<file path="src/source/bridge_pkg.sv">
`default_nettype none

package bridge_pkg;

	// ------------------------------------------------------------------------
	// Bus widths
	// ------------------------------------------------------------------------

	// AXI4-Lite side
	localparam int AXI_ADDR_W = 32;
	localparam int AXI_DATA_W = 32;
	// One strobe bit per byte lane
	localparam int AXI_STRB_W = AXI_DATA_W / 8;

	// CPU side, address and data share one width
	localparam int CPU_W = 16;

	// Response and protection fields
	localparam int RESP_W = 2;
	localparam int PROT_W = 3;

	// ------------------------------------------------------------------------
	// Fixed bus values
	// ------------------------------------------------------------------------

	// Unprivileged, secure, data access
	localparam logic [PROT_W-1:0] WR_PROT = 3'b000;
	// Privileged access
	localparam logic [PROT_W-1:0] RD_PROT = 3'b001;
	// Only the two low byte lanes carry CPU data
	localparam logic [AXI_STRB_W-1:0] WR_STRB = 4'b0011;
	// SLVERR and DECERR both have this bit set
	localparam int RESP_ERR_BIT = 1;

	// ------------------------------------------------------------------------
	// Types
	// ------------------------------------------------------------------------

	typedef logic [AXI_ADDR_W-1:0] axi_addr_t;
	typedef logic [AXI_DATA_W-1:0] axi_data_t;
	typedef logic [CPU_W-1:0] cpu_word_t;

	// AXI response encoding
	typedef enum logic [RESP_W-1:0] {
		OKAY   = 2'b00,
		EXOKAY = 2'b01,
		SLVERR = 2'b10,
		DECERR = 2'b11
	} axi_resp_e;

	// Command sequencer states
	typedef enum logic [1:0] {
		ST_IDLE  = 2'b00,
		ST_WRITE = 2'b01,
		ST_READ  = 2'b10
	} seq_state_e;

endpackage

`default_nettype wire

</file>
<file path="src/source/axi_lite_bridge.sv">
`timescale 1ns/1ps
`default_nettype none

module axi_lite_bridge (
	input  wire                                 M_AXI_ACLK,
	input  wire                                 M_AXI_ARESETN,
	// CPU command side
	input  wire                                 init_axi_txn_i,
	input  wire                                 rw_i,
	input  wire bridge_pkg::cpu_word_t          cpu_rw_addr_i,
	input  wire bridge_pkg::cpu_word_t          cpu_w_data_i,
	output logic                                txn_done_o,
	output logic                                error_o,
	output bridge_pkg::cpu_word_t               cpu_r_addr_o,
	output bridge_pkg::cpu_word_t               cpu_r_data_o,
	// AW channel
	output bridge_pkg::axi_addr_t               m_axi_awaddr_o,
	output logic [bridge_pkg::PROT_W-1:0]       m_axi_awprot_o,
	output logic                                m_axi_awvalid_o,
	input  wire                                 m_axi_awready_i,
	// W channel
	output bridge_pkg::axi_data_t               m_axi_wdata_o,
	output logic [bridge_pkg::AXI_STRB_W-1:0]   m_axi_wstrb_o,
	output logic                                m_axi_wvalid_o,
	input  wire                                 m_axi_wready_i,
	// B channel
	input  wire [bridge_pkg::RESP_W-1:0]        m_axi_bresp_i,
	input  wire                                 m_axi_bvalid_i,
	output logic                                m_axi_bready_o,
	// AR channel
	output bridge_pkg::axi_addr_t               m_axi_araddr_o,
	output logic [bridge_pkg::PROT_W-1:0]       m_axi_arprot_o,
	output logic                                m_axi_arvalid_o,
	input  wire                                 m_axi_arready_i,
	// R channel
	input  wire bridge_pkg::axi_data_t          m_axi_rdata_i,
	input  wire [bridge_pkg::RESP_W-1:0]        m_axi_rresp_i,
	input  wire                                 m_axi_rvalid_i,
	output logic                                m_axi_rready_o
);

	import bridge_pkg::*;

	// Sequencer to engines
	logic      wr_start;
	logic      rd_start;
	axi_addr_t cmd_addr;
	axi_data_t cmd_wdata;
	// Engines back to sequencer
	logic      wr_done;
	logic      wr_err;
	logic      rd_done;
	logic      rd_err;
	cpu_word_t rd_data;

	// ------------------------------------------------------------------------
	// Command sequencer
	// ------------------------------------------------------------------------

	cmd_sequencer u_seq (
		.M_AXI_ACLK     (M_AXI_ACLK),
		.M_AXI_ARESETN  (M_AXI_ARESETN),
		.init_axi_txn_i (init_axi_txn_i),
		.rw_i           (rw_i),
		.cpu_rw_addr_i  (cpu_rw_addr_i),
		.cpu_w_data_i   (cpu_w_data_i),
		.wr_done_i      (wr_done),
		.wr_err_i       (wr_err),
		.rd_done_i      (rd_done),
		.rd_err_i       (rd_err),
		.rd_data_i      (rd_data),
		.wr_start_o     (wr_start),
		.rd_start_o     (rd_start),
		.addr_o         (cmd_addr),
		.wdata_o        (cmd_wdata),
		.txn_done_o     (txn_done_o),
		.error_o        (error_o),
		.cpu_r_addr_o   (cpu_r_addr_o),
		.cpu_r_data_o   (cpu_r_data_o)
	);

	// ------------------------------------------------------------------------
	// Channel engines, side by side
	// ------------------------------------------------------------------------

	// AW, W and B
	axi_write_engine u_wr (
		.M_AXI_ACLK      (M_AXI_ACLK),
		.M_AXI_ARESETN   (M_AXI_ARESETN),
		.start_i         (wr_start),
		.addr_i          (cmd_addr),
		.data_i          (cmd_wdata),
		.m_axi_awaddr_o  (m_axi_awaddr_o),
		.m_axi_awprot_o  (m_axi_awprot_o),
		.m_axi_awvalid_o (m_axi_awvalid_o),
		.m_axi_awready_i (m_axi_awready_i),
		.m_axi_wdata_o   (m_axi_wdata_o),
		.m_axi_wstrb_o   (m_axi_wstrb_o),
		.m_axi_wvalid_o  (m_axi_wvalid_o),
		.m_axi_wready_i  (m_axi_wready_i),
		.m_axi_bresp_i   (m_axi_bresp_i),
		.m_axi_bvalid_i  (m_axi_bvalid_i),
		.m_axi_bready_o  (m_axi_bready_o),
		.done_o          (wr_done),
		.err_o           (wr_err)
	);

	// AR and R
	axi_read_engine u_rd (
		.M_AXI_ACLK      (M_AXI_ACLK),
		.M_AXI_ARESETN   (M_AXI_ARESETN),
		.start_i         (rd_start),
		.addr_i          (cmd_addr),
		.m_axi_araddr_o  (m_axi_araddr_o),
		.m_axi_arprot_o  (m_axi_arprot_o),
		.m_axi_arvalid_o (m_axi_arvalid_o),
		.m_axi_arready_i (m_axi_arready_i),
		.m_axi_rdata_i   (m_axi_rdata_i),
		.m_axi_rresp_i   (m_axi_rresp_i),
		.m_axi_rvalid_i  (m_axi_rvalid_i),
		.m_axi_rready_o  (m_axi_rready_o),
		.done_o          (rd_done),
		.err_o           (rd_err),
		.data_o          (rd_data)
	);

endmodule

`default_nettype wire

</file>
<file path="src/source/axi_read_engine.sv">
`timescale 1ns/1ps
`default_nettype none

module axi_read_engine (
	input  wire                           M_AXI_ACLK,
	input  wire                           M_AXI_ARESETN,
	// Launch from the sequencer
	input  wire                           start_i,
	input  wire bridge_pkg::axi_addr_t    addr_i,
	// AR channel
	output bridge_pkg::axi_addr_t         m_axi_araddr_o,
	output logic [bridge_pkg::PROT_W-1:0] m_axi_arprot_o,
	output logic                          m_axi_arvalid_o,
	input  wire                           m_axi_arready_i,
	// R channel
	input  wire bridge_pkg::axi_data_t    m_axi_rdata_i,
	input  wire [bridge_pkg::RESP_W-1:0]  m_axi_rresp_i,
	input  wire                           m_axi_rvalid_i,
	output logic                          m_axi_rready_o,
	// Completion
	output logic                          done_o,
	output logic                          err_o,
	output bridge_pkg::cpu_word_t         data_o
);

	import bridge_pkg::*;

	assign m_axi_arprot_o = RD_PROT;

	// Address held through back-pressure
	always_ff @(posedge M_AXI_ACLK)
	begin
		if (start_i)
			m_axi_araddr_o <= addr_i;
	end

	// ------------------------------------------------------------------------
	// AR valid, one cycle after start until ARREADY
	// ------------------------------------------------------------------------

	always_ff @(posedge M_AXI_ACLK)
	begin
		if (!M_AXI_ARESETN)
			m_axi_arvalid_o <= 1'b0;
		else if (start_i)
			m_axi_arvalid_o <= 1'b1;
		else if (m_axi_arvalid_o && m_axi_arready_i)
			m_axi_arvalid_o <= 1'b0;
	end

	// ------------------------------------------------------------------------
	// R channel, one-cycle acknowledge after RVALID is seen
	// ------------------------------------------------------------------------

	always_ff @(posedge M_AXI_ACLK)
	begin
		if (!M_AXI_ARESETN)
			m_axi_rready_o <= 1'b0;
		else if (m_axi_rvalid_i && !m_axi_rready_o)
			m_axi_rready_o <= 1'b1;
		else
			m_axi_rready_o <= 1'b0;
	end

	// Result valid only in the handshake cycle
	assign done_o = m_axi_rready_o & m_axi_rvalid_i;
	assign err_o = done_o & m_axi_rresp_i[RESP_ERR_BIT];
	// Low lanes carry the CPU word
	assign data_o = m_axi_rdata_i[CPU_W-1:0];

endmodule

`default_nettype wire

</file>
<file path="src/source/axi_write_engine.sv">
`timescale 1ns/1ps
`default_nettype none

module axi_write_engine (
	input  wire                                 M_AXI_ACLK,
	input  wire                                 M_AXI_ARESETN,
	// Launch from the sequencer
	input  wire                                 start_i,
	input  wire bridge_pkg::axi_addr_t          addr_i,
	input  wire bridge_pkg::axi_data_t          data_i,
	// AW channel
	output bridge_pkg::axi_addr_t               m_axi_awaddr_o,
	output logic [bridge_pkg::PROT_W-1:0]       m_axi_awprot_o,
	output logic                                m_axi_awvalid_o,
	input  wire                                 m_axi_awready_i,
	// W channel
	output bridge_pkg::axi_data_t               m_axi_wdata_o,
	output logic [bridge_pkg::AXI_STRB_W-1:0]   m_axi_wstrb_o,
	output logic                                m_axi_wvalid_o,
	input  wire                                 m_axi_wready_i,
	// B channel
	input  wire [bridge_pkg::RESP_W-1:0]        m_axi_bresp_i,
	input  wire                                 m_axi_bvalid_i,
	output logic                                m_axi_bready_o,
	// Completion
	output logic                                done_o,
	output logic                                err_o
);

	import bridge_pkg::*;

	// Constant channel attributes
	assign m_axi_awprot_o = WR_PROT;
	assign m_axi_wstrb_o = WR_STRB;

	// Payload held through back-pressure
	always_ff @(posedge M_AXI_ACLK)
	begin
		if (start_i)
		begin
			m_axi_awaddr_o <= addr_i;
			m_axi_wdata_o <= data_i;
		end
	end

	// ------------------------------------------------------------------------
	// AW and W valid, raised together, dropped on their own READY
	// ------------------------------------------------------------------------

	always_ff @(posedge M_AXI_ACLK)
	begin
		if (!M_AXI_ARESETN)
		begin
			m_axi_awvalid_o <= 1'b0;
			m_axi_wvalid_o <= 1'b0;
		end
		else if (start_i)
		begin
			m_axi_awvalid_o <= 1'b1;
			m_axi_wvalid_o <= 1'b1;
		end
		else
		begin
			if (m_axi_awvalid_o && m_axi_awready_i)
				m_axi_awvalid_o <= 1'b0;
			if (m_axi_wvalid_o && m_axi_wready_i)
				m_axi_wvalid_o <= 1'b0;
		end
	end

	// ------------------------------------------------------------------------
	// B channel, one-cycle acknowledge after BVALID is seen
	// ------------------------------------------------------------------------

	always_ff @(posedge M_AXI_ACLK)
	begin
		if (!M_AXI_ARESETN)
			m_axi_bready_o <= 1'b0;
		else if (m_axi_bvalid_i && !m_axi_bready_o)
			m_axi_bready_o <= 1'b1;
		else
			m_axi_bready_o <= 1'b0;
	end

	// Handshake cycle is the completion
	assign done_o = m_axi_bready_o & m_axi_bvalid_i;
	assign err_o = done_o & m_axi_bresp_i[RESP_ERR_BIT];

endmodule

`default_nettype wire

</file>
<file path="src/source/cmd_sequencer.sv">
`timescale 1ns/1ps
`default_nettype none

module cmd_sequencer (
	input  wire                        M_AXI_ACLK,
	input  wire                        M_AXI_ARESETN,
	// CPU command port
	input  wire                        init_axi_txn_i,
	input  wire                        rw_i,
	input  wire bridge_pkg::cpu_word_t cpu_rw_addr_i,
	input  wire bridge_pkg::cpu_word_t cpu_w_data_i,
	// Engine completions
	input  wire                        wr_done_i,
	input  wire                        wr_err_i,
	input  wire                        rd_done_i,
	input  wire                        rd_err_i,
	input  wire bridge_pkg::cpu_word_t rd_data_i,
	// Engine launch
	output logic                       wr_start_o,
	output logic                       rd_start_o,
	output bridge_pkg::axi_addr_t      addr_o,
	output bridge_pkg::axi_data_t      wdata_o,
	// CPU results
	output logic                       txn_done_o,
	output logic                       error_o,
	output bridge_pkg::cpu_word_t      cpu_r_addr_o,
	output bridge_pkg::cpu_word_t      cpu_r_data_o
);

	import bridge_pkg::*;

	// Two-flop view of the start request
	logic       init_ff_q;
	logic       init_ff2_q;
	// High for one cycle after a 0-to-1 transition
	logic       start_edge;
	// Edge accepted only while idle
	logic       accept;
	seq_state_e state_q;

	assign start_edge = init_ff_q & ~init_ff2_q;
	assign accept = start_edge && (state_q == ST_IDLE);

	// ------------------------------------------------------------------------
	// Start request synchronizer
	// ------------------------------------------------------------------------

	always_ff @(posedge M_AXI_ACLK)
	begin
		if (!M_AXI_ARESETN)
		begin
			init_ff_q <= 1'b0;
			init_ff2_q <= 1'b0;
		end
		else
		begin
			init_ff_q <= init_axi_txn_i;
			init_ff2_q <= init_ff_q;
		end
	end

	// Command capture, zero-extended onto the bus width
	always_ff @(posedge M_AXI_ACLK)
	begin
		if (accept)
		begin
			addr_o <= {{(AXI_ADDR_W-CPU_W){1'b0}}, cpu_rw_addr_i};
			wdata_o <= {{(AXI_DATA_W-CPU_W){1'b0}}, cpu_w_data_i};
		end
	end

	// ------------------------------------------------------------------------
	// Command FSM
	// ------------------------------------------------------------------------

	always_ff @(posedge M_AXI_ACLK)
	begin
		if (!M_AXI_ARESETN)
		begin
			state_q <= ST_IDLE;
			wr_start_o <= 1'b0;
			rd_start_o <= 1'b0;
			txn_done_o <= 1'b0;
			error_o <= 1'b0;
			cpu_r_addr_o <= '0;
			cpu_r_data_o <= '0;
		end
		else
		begin
			// Launch and done are single-cycle pulses
			wr_start_o <= 1'b0;
			rd_start_o <= 1'b0;
			txn_done_o <= 1'b0;
			case (state_q)
				ST_IDLE:
				begin
					if (accept)
					begin
						// Error flag of the previous command ends here
						error_o <= 1'b0;
						if (rw_i)
						begin
							wr_start_o <= 1'b1;
							state_q <= ST_WRITE;
						end
						else
						begin
							rd_start_o <= 1'b1;
							state_q <= ST_READ;
						end
					end
				end
				ST_WRITE:
				begin
					// B handshake seen, report one cycle later
					if (wr_done_i)
					begin
						txn_done_o <= 1'b1;
						error_o <= wr_err_i;
						state_q <= ST_IDLE;
					end
				end
				ST_READ:
				begin
					// Result registers load even on an error response
					if (rd_done_i)
					begin
						txn_done_o <= 1'b1;
						error_o <= rd_err_i;
						cpu_r_addr_o <= addr_o[CPU_W-1:0];
						cpu_r_data_o <= rd_data_i;
						state_q <= ST_IDLE;
					end
				end
				default:
				begin
					state_q <= ST_IDLE;
				end
			endcase
		end
	end

endmodule

`default_nettype wire

</file>
<file path="config.mk">
export PLATFORM = sky130hd
export DESIGN_NAME = axi_lite_bridge
export DESIGN_NICKNAME = d
export VERILOG_FILES = /design/src/source/bridge_pkg.sv /design/src/source/axi_lite_bridge.sv /design/src/source/axi_read_engine.sv /design/src/source/axi_write_engine.sv /design/src/source/cmd_sequencer.sv
export SDC_FILE = /design/constraint.sdc
export NUM_CORES = 1
export LEC_CHECK = 0
export ABC_CLOCK_PERIOD_IN_PS = 7500
export BUFFER_PORTS_ARGS = -buffer_cell sky130_fd_sc_hd__buf_2
export CAP_MARGIN = 25
export CORE_MARGIN = 2
export CORE_UTILIZATION = 25
export CTS_CLUSTER_SIZE = 10
export DETAILED_ROUTE_END_ITERATION = 10
export HOLD_SLACK_MARGIN = 0.05
export SYNTH_ARGS = -nofsm -noshare
export SYNTH_HDL_FRONTEND = slang
export SYNTH_HIERARCHICAL = 1
export SYNTH_SLANG_ARGS = --single-unit
</file>
<file path="constraint.sdc">
create_clock -name M_AXI_ACLK -period 7.5 [get_ports M_AXI_ACLK]
set_input_delay 0 -clock M_AXI_ACLK [delete_from_list [all_inputs] [get_ports M_AXI_ACLK]]
set_output_delay 0 -clock M_AXI_ACLK [all_outputs]
set_load 0.1 [all_outputs]
</file>
==> impl_metrics.env <==
export IMPL_clk_latency_ps=420
export IMPL_synth_top_area_cell="edfxtp_1"
export IMPL_synth_seq_area_share_pct=78.4
export IMPL_numCtsBuffers=17
export IMPL_timing_rr_end="u_seq/cpu_r_addr_o[8]$_SDFFE_PN0P_"
export IMPL_routed_wl_microns=12800
export IMPL_grt_pass1_vias=3578
export IMPL_worst_ep_arrival_time_ps=2260
export IMPL_clk_path_buf_depth=2
export IMPL_required_ps=7840
export IMPL_gp_congestion=0.720
export IMPL_synth_top_area_share_pct=63.5
export IMPL_finalHoldViolations=0
export IMPL_startpoint_type="flip-flop"
export IMPL_layout_drive_gt1_share_pct=35.7
export IMPL_drt_iter0_markers=198
export IMPL_hold_start="m_axi_bresp_i[1]"
export IMPL_crit_type="flip-flop to flip-flop"
export IMPL_reg2reg_depth=6
export IMPL_startpoint="u_seq/state_q[0]$_SDFFE_PN0P_"
export IMPL_finalCritPeriodShare_pct=25.6
export IMPL_slew_headroom_pct=38.6
export IMPL_tightest_slew_ps=921
export IMPL_rsz0062_at_grt="false"
export IMPL_p_per_area_nw_per_um2=268
export IMPL_firstDrtPassIters=7
export IMPL_htreeDepth=4
export IMPL_endpoint_kind="flip-flop"
export IMPL_fmax_ghz=0.521
export IMPL_post_place_ws_ps=5520
export IMPL_skew_ps=14.5
export IMPL_leakage_nw=3.26
export IMPL_post_cts_buffers=0
export IMPL_drc_errors=0
export IMPL_syn_area_sq_um=6050
export IMPL_synthCells=390
export IMPL_grt_usage_pct=10.2
export IMPL_hp_class="input port to flip-flop"
export IMPL_fin_nets=710
export IMPL_clk_pin_slew_worst_paths_ps=70
export IMPL_hpwl_microns=8050
export IMPL_grt_ovfl_total=0
export IMPL_fin_crit_ps=1920
export IMPL_fp_coreArea_sq_um=23600
export IMPL_grt_max_degree=46
export IMPL_rr_startpoint="u_seq/state_q[0]$_SDFFE_PN0P_"
export IMPL_grt_pass1_wl_microns=19600
export IMPL_syn_avg_cell_area_sq_um=15.5
export IMPL_setup_viol=0
export IMPL_r2r_slack_ps=5580
export IMPL_die_w_microns=160
export IMPL_antenna_found_initial=0
export IMPL_ir_worst_vdd_v=0.000125
export IMPL_path_max_fanout=20
export IMPL_via_per_inst=3.73
export IMPL_cts_tree="yes"
export IMPL_vias=3581
export IMPL_fp_dieArea_sq_um=25500
export IMPL_outcome="complete, no violations"
export IMPL_cap_violations=0
export IMPL_synth_seq_cells=173
export IMPL_setup_ws_ps=5580
export IMPL_die_h_microns=160
export IMPL_clock_sinks=173
export IMPL_ys_types=25
export IMPL_finalPower_mw=2.22
export IMPL_fin_tns_setup_ps=0
export IMPL_synthTopCellsByArea="edfxtp_1, dfxtp_1, buf_4"
export IMPL_num_rows=56
export IMPL_synth_warnings=6
export IMPL_endpoint="u_seq/cpu_r_addr_o[8]$_SDFFE_PN0P_"
export IMPL_cts_root_buffer="clkbuf_16"
export IMPL_wl_per_cell_microns=13.3
export IMPL_drv_slew=0
export IMPL_io_pin_count=222
export IMPL_start_util_pct=25.6
export IMPL_areaGrowthSynthToFinish_pct=36.6
export IMPL_io_buffers=193
export IMPL_antenna_left=0
export IMPL_antenna_cells=0
## metrics by stage
step / hold slack (ps) / instance area (sq um) / util [%] / cells
2_1_floorplan: 72.3 / 6190 / - / 427
3_3_place_gp: 176 / 7110 / 30.1 / 873
3_5_place_dp: 179 / 7110 / 30.1 / 873
4_1_cts: 117 / 8270 / 35.0 / 960
5_1_grt: 172 / 8270 / 35.0 / 960
6_report: 154 / 8270 / 35.0 / 960
## critical path, stage by stage (launching register included)
cell and delay (ps):
dfxtp_1 380, inv_1 100, ha_1 250, nand2_1 480
buf_4 390, nand2_1 80, a21boi_0 160
## final cells by class
| type | count | area (sq um) |
|---|---|---|
| inverter | 6 | 22.5 |
| fill | 2293 | 15300 |
| clock buffer | 22 | 444 |
| timing repair buffer | 251 | 1540 |
| multi-input combinational | 179 | 953 |
| sequential | 173 | 4750 |
| tap | 319 | 399 |
| clock inverter | 10 | 163 |
## worst min-delay path by stage
stage	end	slack [ps]	depth (start not counted)
CTS	u_seq/error_o$_SDFFE_PN0P_	120	5
finish	u_seq/error_o$_SDFFE_PN0P_	150	5
detailed placement	u_seq/wdata_o[4]$_DFFE_PP_	180	1
floorplan	u_seq/rd_start_o$_SDFF_PN0_	70	1
global route	u_seq/error_o$_SDFFE_PN0P_	170	5
global placement	u_seq/wdata_o[8]$_DFFE_PP_	180	1
## Yosys cell counts, drive strengths merged
cell / n
and3b: 2
a31o: 1
nand3b: 1
buf: 61
and3: 3
dfxtp: 45
a21oi: 2
conb: 5
a21boi: 34
edfxtp: 128
and2: 5
o21a: 3
nor2: 3
nand2: 69
nor2b: 3
a22oi: 1
nand2b: 3
inv: 6
a222oi: 1
ha: 5
nand3: 1
clkbuf: 8
## repair_timing
action,in CTS,in global routing
hold endpoints to repair,59,0
endpoints found under the setup margin,0,0
resized for setup,0,0
hold buffers,55,0
## registers in the layout, summed over array words and instances, names as in the netlist, 2 cells and up
name and count:
u_seq/cpu_r_data_o 16, u_seq/cpu_r_addr_o 16, u_wr/m_axi_awaddr_o 32, u_wr/m_axi_wdata_o 32
u_seq/addr_o 16, u_seq/state_q 2, u_rd/m_axi_araddr_o 32, u_seq/wdata_o 16
## layout by cell type (no fill, tap or decap)
cell	n
edfxtp_1	128
and2_1	4
conb_1	42
a31o_1	1
a22oi_1	1
dlygate4sd3_1	55
clkinv_4	1
clkinvlp_4	1
and3b_1	2
clkbuf_1	5
and3_1	3
nor2b_4	3
o21a_1	3
and2_2	1
inv_6	2
nand2_1	69
nor2_4	1
nor2_1	2
a222oi_1	1
clkbuf_16	17
clkinv_1	1
a21boi_0	26
dfxtp_1	43
bufinv_16	4
buf_4	3
dfxtp_2	2
a21oi_1	2
clkinv_2	1
nand2b_1	3
a21boi_1	8
nand3_1	1
nand3b_1	1
buf_2	193
ha_1	5
inv_1	6
## where the power goes
part           internal, mW  switching [mW]
sequential             1.06          0.0166
clock                 0.559           0.352
combinational        0.0526           0.173
total                  1.68           0.541
## per-layer routing
layer	track usage [%]	share of wire [%]	wire length [microns]
met1	11.6	41	5290
met2	18.1	51	6470
met3	2.57	5.9	761
met4	4.83	2.2	284
met5	0	0	0
## logic make-up after synthesis
logic type | count (synthesis) | share of synthesized area, %
other cells | 5 | 0.310
fa+ha+maj | 5 | 1.03
flops | 173 | 78.4
compound gates | 42 | 5.19
simple gates | 90 | 6.80
buf+inv | 75 | 8.31
No activity file was read; power rests on OpenSTA's default activity.
